### config.mk
export PLATFORM = sky130hd
export DESIGN_NAME = periph_subsystem
export DESIGN_NICKNAME = d
export VERILOG_FILES = /design/src/periph_map_pkg.sv /design/src/periph_reg_pkg.sv /design/src/apb_splitter.sv /design/src/gpio.sv /design/src/periph_subsystem.sv /design/src/pwm_tiny.sv
export SDC_FILE = /design/constraint.sdc
export NUM_CORES = 1
export LEC_CHECK = 0
export ABC_AREA = 1
export BUFFER_PORTS_ARGS = -buffer_cell sky130_fd_sc_hd__buf_4
export CELL_PAD_IN_SITES_DETAIL_PLACEMENT = 1
export CELL_PAD_IN_SITES_GLOBAL_PLACEMENT = 1
export CORE_ASPECT_RATIO = 2
export CORE_MARGIN = 4
export CORE_UTILIZATION = 30
export DETAILED_ROUTE_END_ITERATION = 10
export GPL_TIMING_DRIVEN = 0
export PLACE_DENSITY_LB_ADDON = 0.05
export SYNTH_ARGS = -nofsm -noshare
export SYNTH_HDL_FRONTEND = slang
export SYNTH_HIERARCHICAL = 1
export SYNTH_SLANG_ARGS = --single-unit
### constraint.sdc
create_clock -name clk_sys -period 3.82 [get_ports clk_sys]
set_input_delay 0.382 -clock clk_sys [delete_from_list [all_inputs] [get_ports clk_sys]]
set_output_delay 0.382 -clock clk_sys [all_outputs]
set_load 0.05 [all_outputs]
### src/periph_map_pkg.sv
`default_nettype none

package periph_map_pkg;

	// ====================
	// Bus widths
	// ====================

	localparam int W_PADDR = 16;
	localparam int W_DATA  = 32;

	// Upper address bits that pick a slave slot
	localparam int W_SLOT = 4;

	// ====================
	// Slave slots
	// ====================

	// One slot per 4 KiB, indexed by paddr[15:12]
	// Slots 2 to 15 once held UART, SPI, PPU, LCD and tbio and are now unmapped
	typedef enum logic [W_SLOT-1:0] {
		SLV_GPIO = 4'h0,
		SLV_PWM  = 4'h1,
		SLV_NONE = 4'hf
	} slave_e;

	// ====================
	// Address map
	// ====================

	localparam logic [W_PADDR-1:0] GPIO_BASE = 16'h0000;
	localparam logic [W_PADDR-1:0] PWM_BASE  = 16'h1000;

endpackage

`default_nettype wire

### src/periph_reg_pkg.sv
`default_nettype none

package periph_reg_pkg;

	// Offset within a slave slot
	localparam int W_REG_ADDR = 12;

	// PWM counter and compare width
	localparam int W_PWM_CNT = 8;

	// ====================
	// GPIO registers
	// ====================

	typedef enum logic [W_REG_ADDR-1:0] {
		GPIO_OUT = 12'h000,
		GPIO_OE  = 12'h004,
		GPIO_IN  = 12'h008
	} gpio_reg_e;

	localparam logic [31:0] GPIO_OUT_RST = 32'h0000_0000;
	localparam logic [31:0] GPIO_OE_RST  = 32'h0000_0000;

	// ====================
	// PWM registers
	// ====================

	// CTRL bit 0 enables the counter
	typedef enum logic [W_REG_ADDR-1:0] {
		PWM_CTRL = 12'h000,
		PWM_CMP  = 12'h004
	} pwm_reg_e;

	localparam logic                 PWM_EN_RST  = 1'b0;
	localparam logic [W_PWM_CNT-1:0] PWM_CMP_RST = '0;

endpackage

`default_nettype wire

### src/apb_splitter.sv
`timescale 1ns/1ps
`default_nettype none

module apb_splitter import periph_map_pkg::*; (
	// Upstream port from the outside master
	input  wire                        psel,
	input  wire                        penable,
	input  wire                        pwrite,
	input  wire [W_PADDR-1:0]          paddr,
	input  wire [W_DATA-1:0]           pwdata,
	output logic [W_DATA-1:0]          prdata,
	output logic                       pready,
	output logic                       pslverr,

	// Per-slave selects
	output wire                        gpio_psel,
	output wire                        pwm_psel,

	// Shared downstream request
	output wire [W_PADDR-W_SLOT-1:0]   slv_paddr,
	output wire                        slv_penable,
	output wire                        slv_pwrite,
	output wire [W_DATA-1:0]           slv_pwdata,

	// Slave responses
	input  wire [W_DATA-1:0]           gpio_prdata,
	input  wire                        gpio_pready,
	input  wire                        gpio_pslverr,
	input  wire [W_DATA-1:0]           pwm_prdata,
	input  wire                        pwm_pready,
	input  wire                        pwm_pslverr
);

slave_e slv_sel;

// ====================
// Address decode
// ====================

always_comb begin
	if (paddr[W_PADDR-1 -: W_SLOT] == GPIO_BASE[W_PADDR-1 -: W_SLOT]) begin
		slv_sel = SLV_GPIO;
	end else if (paddr[W_PADDR-1 -: W_SLOT] == PWM_BASE[W_PADDR-1 -: W_SLOT]) begin
		slv_sel = SLV_PWM;
	end else begin
		slv_sel = SLV_NONE;
	end
end

// Unmapped slots raise no select at all
assign gpio_psel = psel && (slv_sel == SLV_GPIO);
assign pwm_psel  = psel && (slv_sel == SLV_PWM);

// Slaves only see the offset within their slot
assign slv_paddr   = paddr[W_PADDR-W_SLOT-1:0];
assign slv_penable = penable;
assign slv_pwrite  = pwrite;
assign slv_pwdata  = pwdata;

// ====================
// Response mux
// ====================

always_comb begin
	case (slv_sel)
		SLV_GPIO: begin
			prdata  = gpio_prdata;
			pready  = gpio_pready;
			pslverr = gpio_pslverr;
		end
		SLV_PWM: begin
			prdata  = pwm_prdata;
			pready  = pwm_pready;
			pslverr = pwm_pslverr;
		end
		default: begin
			// Answer locally with an error, no wait states
			prdata  = '0;
			pready  = 1'b1;
			pslverr = 1'b1;
		end
	endcase
end

endmodule

`default_nettype wire

### src/gpio.sv
`timescale 1ns/1ps
`default_nettype none

module gpio import periph_map_pkg::*, periph_reg_pkg::*; #(
	parameter int N_PADS = 11
) (
	input  wire                   clk_sys,
	input  wire                   rst_n,

	// APB slave port
	input  wire                   psel,
	input  wire                   penable,
	input  wire                   pwrite,
	input  wire [W_REG_ADDR-1:0]  paddr,
	input  wire [W_DATA-1:0]      pwdata,
	output logic [W_DATA-1:0]     prdata,
	output wire                   pready,
	output wire                   pslverr,

	// Pads
	input  wire [N_PADS-1:0]      padin,
	output wire [N_PADS-1:0]      padout,
	output wire [N_PADS-1:0]      padoe
);

logic [N_PADS-1:0] out_q;
logic [N_PADS-1:0] oe_q;
logic [N_PADS-1:0] in_meta;
logic [N_PADS-1:0] in_sync;

// Write lands on the edge that ends the access cycle
wire wr_en = psel && penable && pwrite;

// ====================
// Registers
// ====================

always_ff @(posedge clk_sys) begin
	if (!rst_n) begin
		out_q <= GPIO_OUT_RST[N_PADS-1:0];
		oe_q  <= GPIO_OE_RST[N_PADS-1:0];
	end else if (wr_en) begin
		case (paddr)
			GPIO_OUT: out_q <= pwdata[N_PADS-1:0];
			GPIO_OE:  oe_q  <= pwdata[N_PADS-1:0];
			// GPIO_IN is read-only, other offsets ignored
			default: ;
		endcase
	end
end

// Two-flop input synchroniser
always_ff @(posedge clk_sys) begin
	if (!rst_n) begin
		in_meta <= '0;
		in_sync <= '0;
	end else begin
		in_meta <= padin;
		in_sync <= in_meta;
	end
end

assign padout = out_q;
assign padoe  = oe_q;

// ====================
// Read path
// ====================

// Bits above N_PADS stay zero
always_comb begin
	prdata = '0;
	case (paddr)
		GPIO_OUT: prdata[N_PADS-1:0] = out_q;
		GPIO_OE:  prdata[N_PADS-1:0] = oe_q;
		GPIO_IN:  prdata[N_PADS-1:0] = in_sync;
		default: ;
	endcase
end

assign pready  = 1'b1;
assign pslverr = 1'b0;

endmodule

`default_nettype wire

### src/periph_subsystem.sv
`timescale 1ns/1ps
`default_nettype none

module periph_subsystem import periph_map_pkg::*, periph_reg_pkg::*; #(
	parameter int N_PADS = 11
) (
	input  wire                clk_sys,
	input  wire                rst_n,

	// APB port from the outside master
	input  wire                psel,
	input  wire                penable,
	input  wire                pwrite,
	input  wire [W_PADDR-1:0]  paddr,
	input  wire [W_DATA-1:0]   pwdata,
	output wire [W_DATA-1:0]   prdata,
	output wire                pready,
	output wire                pslverr,

	// Pads and backlight
	input  wire [N_PADS-1:0]   padin,
	output wire [N_PADS-1:0]   padout,
	output wire [N_PADS-1:0]   padoe,
	output wire                pwm_out
);

// ====================
// Interconnect
// ====================

wire [W_REG_ADDR-1:0] slv_paddr;
wire                  slv_penable;
wire                  slv_pwrite;
wire [W_DATA-1:0]     slv_pwdata;

wire                  gpio_psel;
wire [W_DATA-1:0]     gpio_prdata;
wire                  gpio_pready;
wire                  gpio_pslverr;

wire                  pwm_psel;
wire [W_DATA-1:0]     pwm_prdata;
wire                  pwm_pready;
wire                  pwm_pslverr;

apb_splitter inst_apb_splitter (
	.psel         (psel),
	.penable      (penable),
	.pwrite       (pwrite),
	.paddr        (paddr),
	.pwdata       (pwdata),
	.prdata       (prdata),
	.pready       (pready),
	.pslverr      (pslverr),
	.gpio_psel    (gpio_psel),
	.pwm_psel     (pwm_psel),
	.slv_paddr    (slv_paddr),
	.slv_penable  (slv_penable),
	.slv_pwrite   (slv_pwrite),
	.slv_pwdata   (slv_pwdata),
	.gpio_prdata  (gpio_prdata),
	.gpio_pready  (gpio_pready),
	.gpio_pslverr (gpio_pslverr),
	.pwm_prdata   (pwm_prdata),
	.pwm_pready   (pwm_pready),
	.pwm_pslverr  (pwm_pslverr)
);

// ====================
// Slaves
// ====================

gpio #(
	.N_PADS (N_PADS)
) inst_gpio (
	.clk_sys (clk_sys),
	.rst_n   (rst_n),
	.psel    (gpio_psel),
	.penable (slv_penable),
	.pwrite  (slv_pwrite),
	.paddr   (slv_paddr),
	.pwdata  (slv_pwdata),
	.prdata  (gpio_prdata),
	.pready  (gpio_pready),
	.pslverr (gpio_pslverr),
	.padin   (padin),
	.padout  (padout),
	.padoe   (padoe)
);

// LCD backlight
pwm_tiny inst_pwm_tiny (
	.clk_sys (clk_sys),
	.rst_n   (rst_n),
	.psel    (pwm_psel),
	.penable (slv_penable),
	.pwrite  (slv_pwrite),
	.paddr   (slv_paddr),
	.pwdata  (slv_pwdata),
	.prdata  (pwm_prdata),
	.pready  (pwm_pready),
	.pslverr (pwm_pslverr),
	.pwm_out (pwm_out)
);

endmodule

`default_nettype wire

### src/pwm_tiny.sv
`timescale 1ns/1ps
`default_nettype none

module pwm_tiny import periph_map_pkg::*, periph_reg_pkg::*; (
	input  wire                   clk_sys,
	input  wire                   rst_n,

	// APB slave port
	input  wire                   psel,
	input  wire                   penable,
	input  wire                   pwrite,
	input  wire [W_REG_ADDR-1:0]  paddr,
	input  wire [W_DATA-1:0]      pwdata,
	output logic [W_DATA-1:0]     prdata,
	output wire                   pready,
	output wire                   pslverr,

	// Backlight output
	output wire                   pwm_out
);

logic                 en_q;
logic [W_PWM_CNT-1:0] cmp_q;
logic [W_PWM_CNT-1:0] ctr_q;
logic                 out_q;

wire wr_en = psel && penable && pwrite;

always_ff @(posedge clk_sys) begin
	if (!rst_n) begin
		en_q  <= PWM_EN_RST;
		cmp_q <= PWM_CMP_RST;
	end else if (wr_en) begin
		case (paddr)
			PWM_CTRL: en_q  <= pwdata[0];
			PWM_CMP:  cmp_q <= pwdata[W_PWM_CNT-1:0];
			default: ;
		endcase
	end
end

// ====================
// Counter and compare
// ====================

// Free-running, wraps at 2^W_PWM_CNT, parked at zero when disabled
always_ff @(posedge clk_sys) begin
	if (!rst_n) begin
		ctr_q <= '0;
		out_q <= 1'b0;
	end else begin
		ctr_q <= en_q ? ctr_q + 1'b1 : '0;
		out_q <= en_q && (ctr_q < cmp_q);
	end
end

assign pwm_out = out_q;

always_comb begin
	prdata = '0;
	case (paddr)
		PWM_CTRL: prdata[0] = en_q;
		PWM_CMP:  prdata[W_PWM_CNT-1:0] = cmp_q;
		default: ;
	endcase
end

assign pready  = 1'b1;
assign pslverr = 1'b0;

endmodule

`default_nettype wire

**Yosys cells after proc, flatten, opt, wreduce, memory -nomap -nowiden**

Index checks and enable logic that the tools add are counted.

- Bits in registers: 62

- Add/subtract/negate cells: 1
- Order comparisons: 1
- Equality and inequality tests: 4
- Mux-type cells: 7
- Reductions and logical operators: 16

Operators by type and width:

| cell | number |
|---|---|
| case mux 11 bit (3 select lines) | 1 |
| case mux 11 bit (2 select lines) | 1 |
| == test 12 x 3 -> 1 bit (second input constant) | 1 |
| == test 12 x 4 -> 1 bit (second input constant) | 1 |
| zero test 12 bit | 1 |
| AND reduction 2 bit | 5 |
| adder 8 x 1 -> 8 bit (second input constant) | 1 |
| == test 4 x 1 -> 1 bit (second input constant) | 2 |
| zero test 4 bit | 2 |
| less-than comparator 8 bit | 1 |
| 2-to-1 mux 4 bit | 2 |
| logical AND 1 bit | 7 |
| 2-to-1 mux 7 bit | 1 |
| case mux 1 bit (2 select lines) | 1 |
| OR reduction 2 bit | 1 |
| 2-to-1 mux 1 bit | 1 |

**Logic depth before layout (Yosys ltp)**

- Depth after elaboration: 8
- Gate-level depth with buffers: 11
- Depth with buffers taken out: 9

**Modules after synthesis**

The synthesis kept the hierarchy.

By module, submodules not included:

| module | instances | cells an instance | area an instance (um2) | sequential area each (um2) |
|---|---|---|---|---|
| gpio | 1 | 340 | 2263.4 | 880.8 |
| pwm_tiny | 1 | 192 | 1306.3 | 360.3 |
| apb_splitter | 1 | 176 | 988.4 | 0.0 |

**Least setup slack after synthesis**

OpenSTA, ideal clock, no wires.

- Path kind: input-to-output
- Start point: input paddr[11]
- End point: output prdata[10]
- Arrival time: 1.705 ns
- Data required time: 3.438 ns
- Slack: 1.733 ns
- Cell stages on the path: 10
- Buffers on the path: 2
- Cells stage by stage: buf_4 -> nor2_1 -> nand2_1 -> nor2_4 -> and2_1 -> buf_4 -> nand2_1 -> nand3_1 -> nand3_1 -> nand2_1

- Cells in the longest elaborated chain, start to end: 3
- Elaborated cells between the ends (all ways): 5
- Those cells by class: eq/ne (2); mux (2); reduce/logical (1)

Ends and longest elaborated chain:

| element | line | text |
|---|---|---|
| start: declaration | periph_subsystem.sv:14 | `input wire [W_PADDR-1:0] paddr,` |
| == test 12 x 4 -> 1 bit (tied with other cells) | gpio.sv:73 | `case (paddr)` |
| case mux 11 bit (3 select lines) * | gpio.sv:73 |  |
| net gpio_prdata[10] | periph_subsystem.sv:37 | `wire [W_DATA-1:0] gpio_prdata;` |
| case mux 11 bit (2 select lines) * | apb_splitter.sv:65 | `case (slv_sel)` |
| end: declaration | periph_subsystem.sv:16 | `output wire [W_DATA-1:0] prdata,` |

Mark *: on every way through the listed nets, which the timed path passes. The rest lies on a longest branch.

**Worst setup path after layout**

- Start point: input paddr[11]
- End point: output prdata[8]

The elaborated chain is that of the path after synthesis.

==> results.txt <==
* Vias in the first global route: 4,548
- DRC Markers: 0
- Area growth from synthesis to final layout: 26.7%
- Once placement finished, the instance area stood at 0.00519 mm2.
- Max-cap violations in this run came to 0.
* Final wirelength: 13,800 um
- The setup path with the least slack is of type input pin to output port.
- Clock insertion delay at the later pin of the skew report: 0.33 ns
- OpenSTA, run right after detailed placement, puts the worst setup slack at 1.52 ns.
* Fraction of layout instances using a drive strength above 1: 0.253
* Sort of element at the start of the critical path: input pin
* Final setup fails: 0
- In this run the register-to-register setup slack is 2.58 ns.
- In this run the deepest clock path goes through 2 buffers.
- Multi-input logic area: 0.00208 mm2
- Register area: 0.00124 mm2
* Filler cell count: 1,886
- The initial antenna violation count was 0.
* TritonCTS clock tree: yes
- Maximum level of the CTS H-tree: 3
* Detailed-route wire length per cell: 13.9 um
- List of cells traversed by the critical path: buf_4 -> nor2_1 -> nand2_1 -> nor2_4 -> buf_2 -> nand3_1 -> nand3_1 -> nand3_1 -> nand2_1 -> buf_4
* Total gr overflow: 0
* Num CTS Buffers: 9
- Syn. warnings: 6
* Post-CTS Hold Buffers: 0
- Pin count of the biggest net entering global routing: 12
- Mean area per synthesized cell: roughly 6.4 um2
- Of all nets on the critical path, the largest fanout is 10.
- Data arrival time of the critical path: approximately 1.9 ns
* Routed via count divided by cell count: approximately 4.3
* Internal power of the cells: 1490 uW
* Maximum VDD drop: ~0.32 mV
- Count of instances resized after the clock tree is built: 0
* Crit path top cell by count: sky130_fd_sc_hd__nand3_1
- For this configuration, the core starts out at a cell density of 0.307.
- At the worst endpoint, the required time is 3.44 ns.
* Power share of the sequential group: 0.344
- Min Tclk post-route: around 2.3 ns
- Core area: 0.0144 mm2
- Number of top-level design ports: ~120
- Between clock sinks in the finished design, the worst skew comes to 0.00411 ns.
* Die X-Extent: between 90 and 100 um
* Fmax: 0.440 GHz
- The final layout contains 866 nets.
* Final period utilization: 0.595
- First-pass iteration count of the detailed router: 4
* Die outline height: between 150 and 200 um
- The share of total power dissipated in the clock network is 0.545.
- Number of clock sinks: 62
* Total via count after detailed routing: 4,292
* Worst setup margin: 1.55 ns
* Number of max-slew violations in the final report: 0
- The finished cells cover roughly 0.0056 mm2.
- The number of hold violations in the final report was 0.
- Initial detailed-routing violation count: 87
- Count of antenna diodes in the layout: 0
- The cell area that synthesis handed to floorplanning was about 0.0044 mm2.
- GP Congestion: 0.801
- The largest single stage delay on the critical path is 0.29 ns.
- Buffers inserted by post-CTS timing repair: 0
* Number of instances in the synthesized netlist: approximately 690
- Max-Slew Margin vs Limit: 0.654
- Sort of element at the end of the critical path: output port
- Of the total power, combinational logic draws 0.111.
* Switching component of the power: 439 uW
- Sum of net half-perimeters after detailed placement: 11,400 um
- Outcome: finished, final reports clean
- Global router's overall resource usage: 0.174
* Power density over the cells: 346 mW/mm2
- Switching part of the total: 0.228
- Among all stages on the critical path, the largest delay is contributed by sky130_fd_sc_hd__buf_2.
- Sum of negative setup slack: 0 ns
- Leakage power: roughly 0.0031 uW
- Register clock-pin slew on the reported worst setup and hold paths: 0.06 ns
- Setup repair after global routing left no endpoint under its margin.
- The die covers 0.0168 mm2.
- Clock tree root driver cell: sky130_fd_sc_hd__clkbuf_16
* Global-route wire length before repair: 22,700 um
- Transition time at the pin with the least slew margin: slightly above 0.5 ns
* Path type of the worst min-delay path: input pin to flop
- Buffers placed on the I/O ports in this run total just over 50.
* Number of standard-cell rows in the floorplan: 62
- ANT nets after route: 0
==> worst max-delay path, delay by kind of cell <==
family | cells | cell delay, ns
buffers and inverters | 3 | 0.60
and+or+nand+nor | 7 | 0.90
==> sequential cells by signal, summed over array words and instances, names as in the netlist <==
signal and flops:
inst_gpio/padout 11, inst_pwm_tiny/pwm_out 1, inst_gpio/in_sync 11, inst_pwm_tiny/en_q 1
inst_gpio/padoe 11, inst_pwm_tiny/cmp_q 8, inst_gpio/in_meta 11, inst_pwm_tiny/ctr_q 8
==> through the flow <==
| stage | instances | hold slack (ns) | power, uW | util |
|---|---|---|---|---|
| detailed placement | 975 | 0.401 | 888 | 0.362 |
| finish | 991 | 0.237 | 1930 | 0.388 |
| floorplan | 732 | 0.390 | 843 | - |
| global route | 991 | 0.241 | 2000 | 0.388 |
| global placement | 975 | 0.399 | 884 | 0.362 |
| CTS | 991 | 0.228 | 1950 | 0.388 |
==> layout make-up <==
cell class / count / share of cell area
Buffer: 107 / 0.139
Clock buffer: 11 / 0.0453
Clock inverter: 5 / 0.0231
Inverter: 126 / 0.0848
Multi-Input combinational cell: 437 / 0.373
Sequential cell: 62 / 0.223
Tap cell: 192 / 0.0431
Timing Repair Buffer: 51 / 0.0687
==> power groups by stage <==
stage | registers, uW | logic, uW | clock network, uW
6_report | 662 | 214 | 1050
5_1_grt | 662 | 239 | 1100
4_1_cts | 662 | 212 | 1070
3_5_place_dp | 676 | 212 | 0
3_3_place_gp | 676 | 208 | 0
2_1_floorplan | 674 | 170 | 0
==> final timing paths <==
check | from | cells after the start | end
hold / removal | padin[6] | 3 | inst_gpio/in_meta[6]
hold reg to reg | inst_gpio/in_meta[3] | 2 | inst_gpio/in_sync[3]
setup / recovery | paddr[11] | 10 | prdata[8]
setup reg to reg | inst_pwm_tiny/cmp_q[7] | 5 | inst_pwm_tiny/pwm_out
==> placed cells by master, fill, tap and decap left out, drive strengths merged, types with 3 or more instances in the layout <==
cell type and instances:
buf 154, nand3 95, nand4 32, inv 126
bufinv 4, nand2 165, nor2 65, o21ai 5
clkbuf 15, and2 3, ha 8, conb 49
a21oi 6, nor3 3, dfxtp 62
==> per-layer routing <==
metal / vias up / share of wire / track usage
li1: 2192 / - / -
met1: 1982 / 0.36 / 0.173
met2: 90 / 0.57 / 0.350
met3: 28 / 0.034 / 0.0223
met4: 0 / 0.034 / 0.0735
met5: - / 0 / 0
Note: power is estimated with default switching activity, not from simulation.
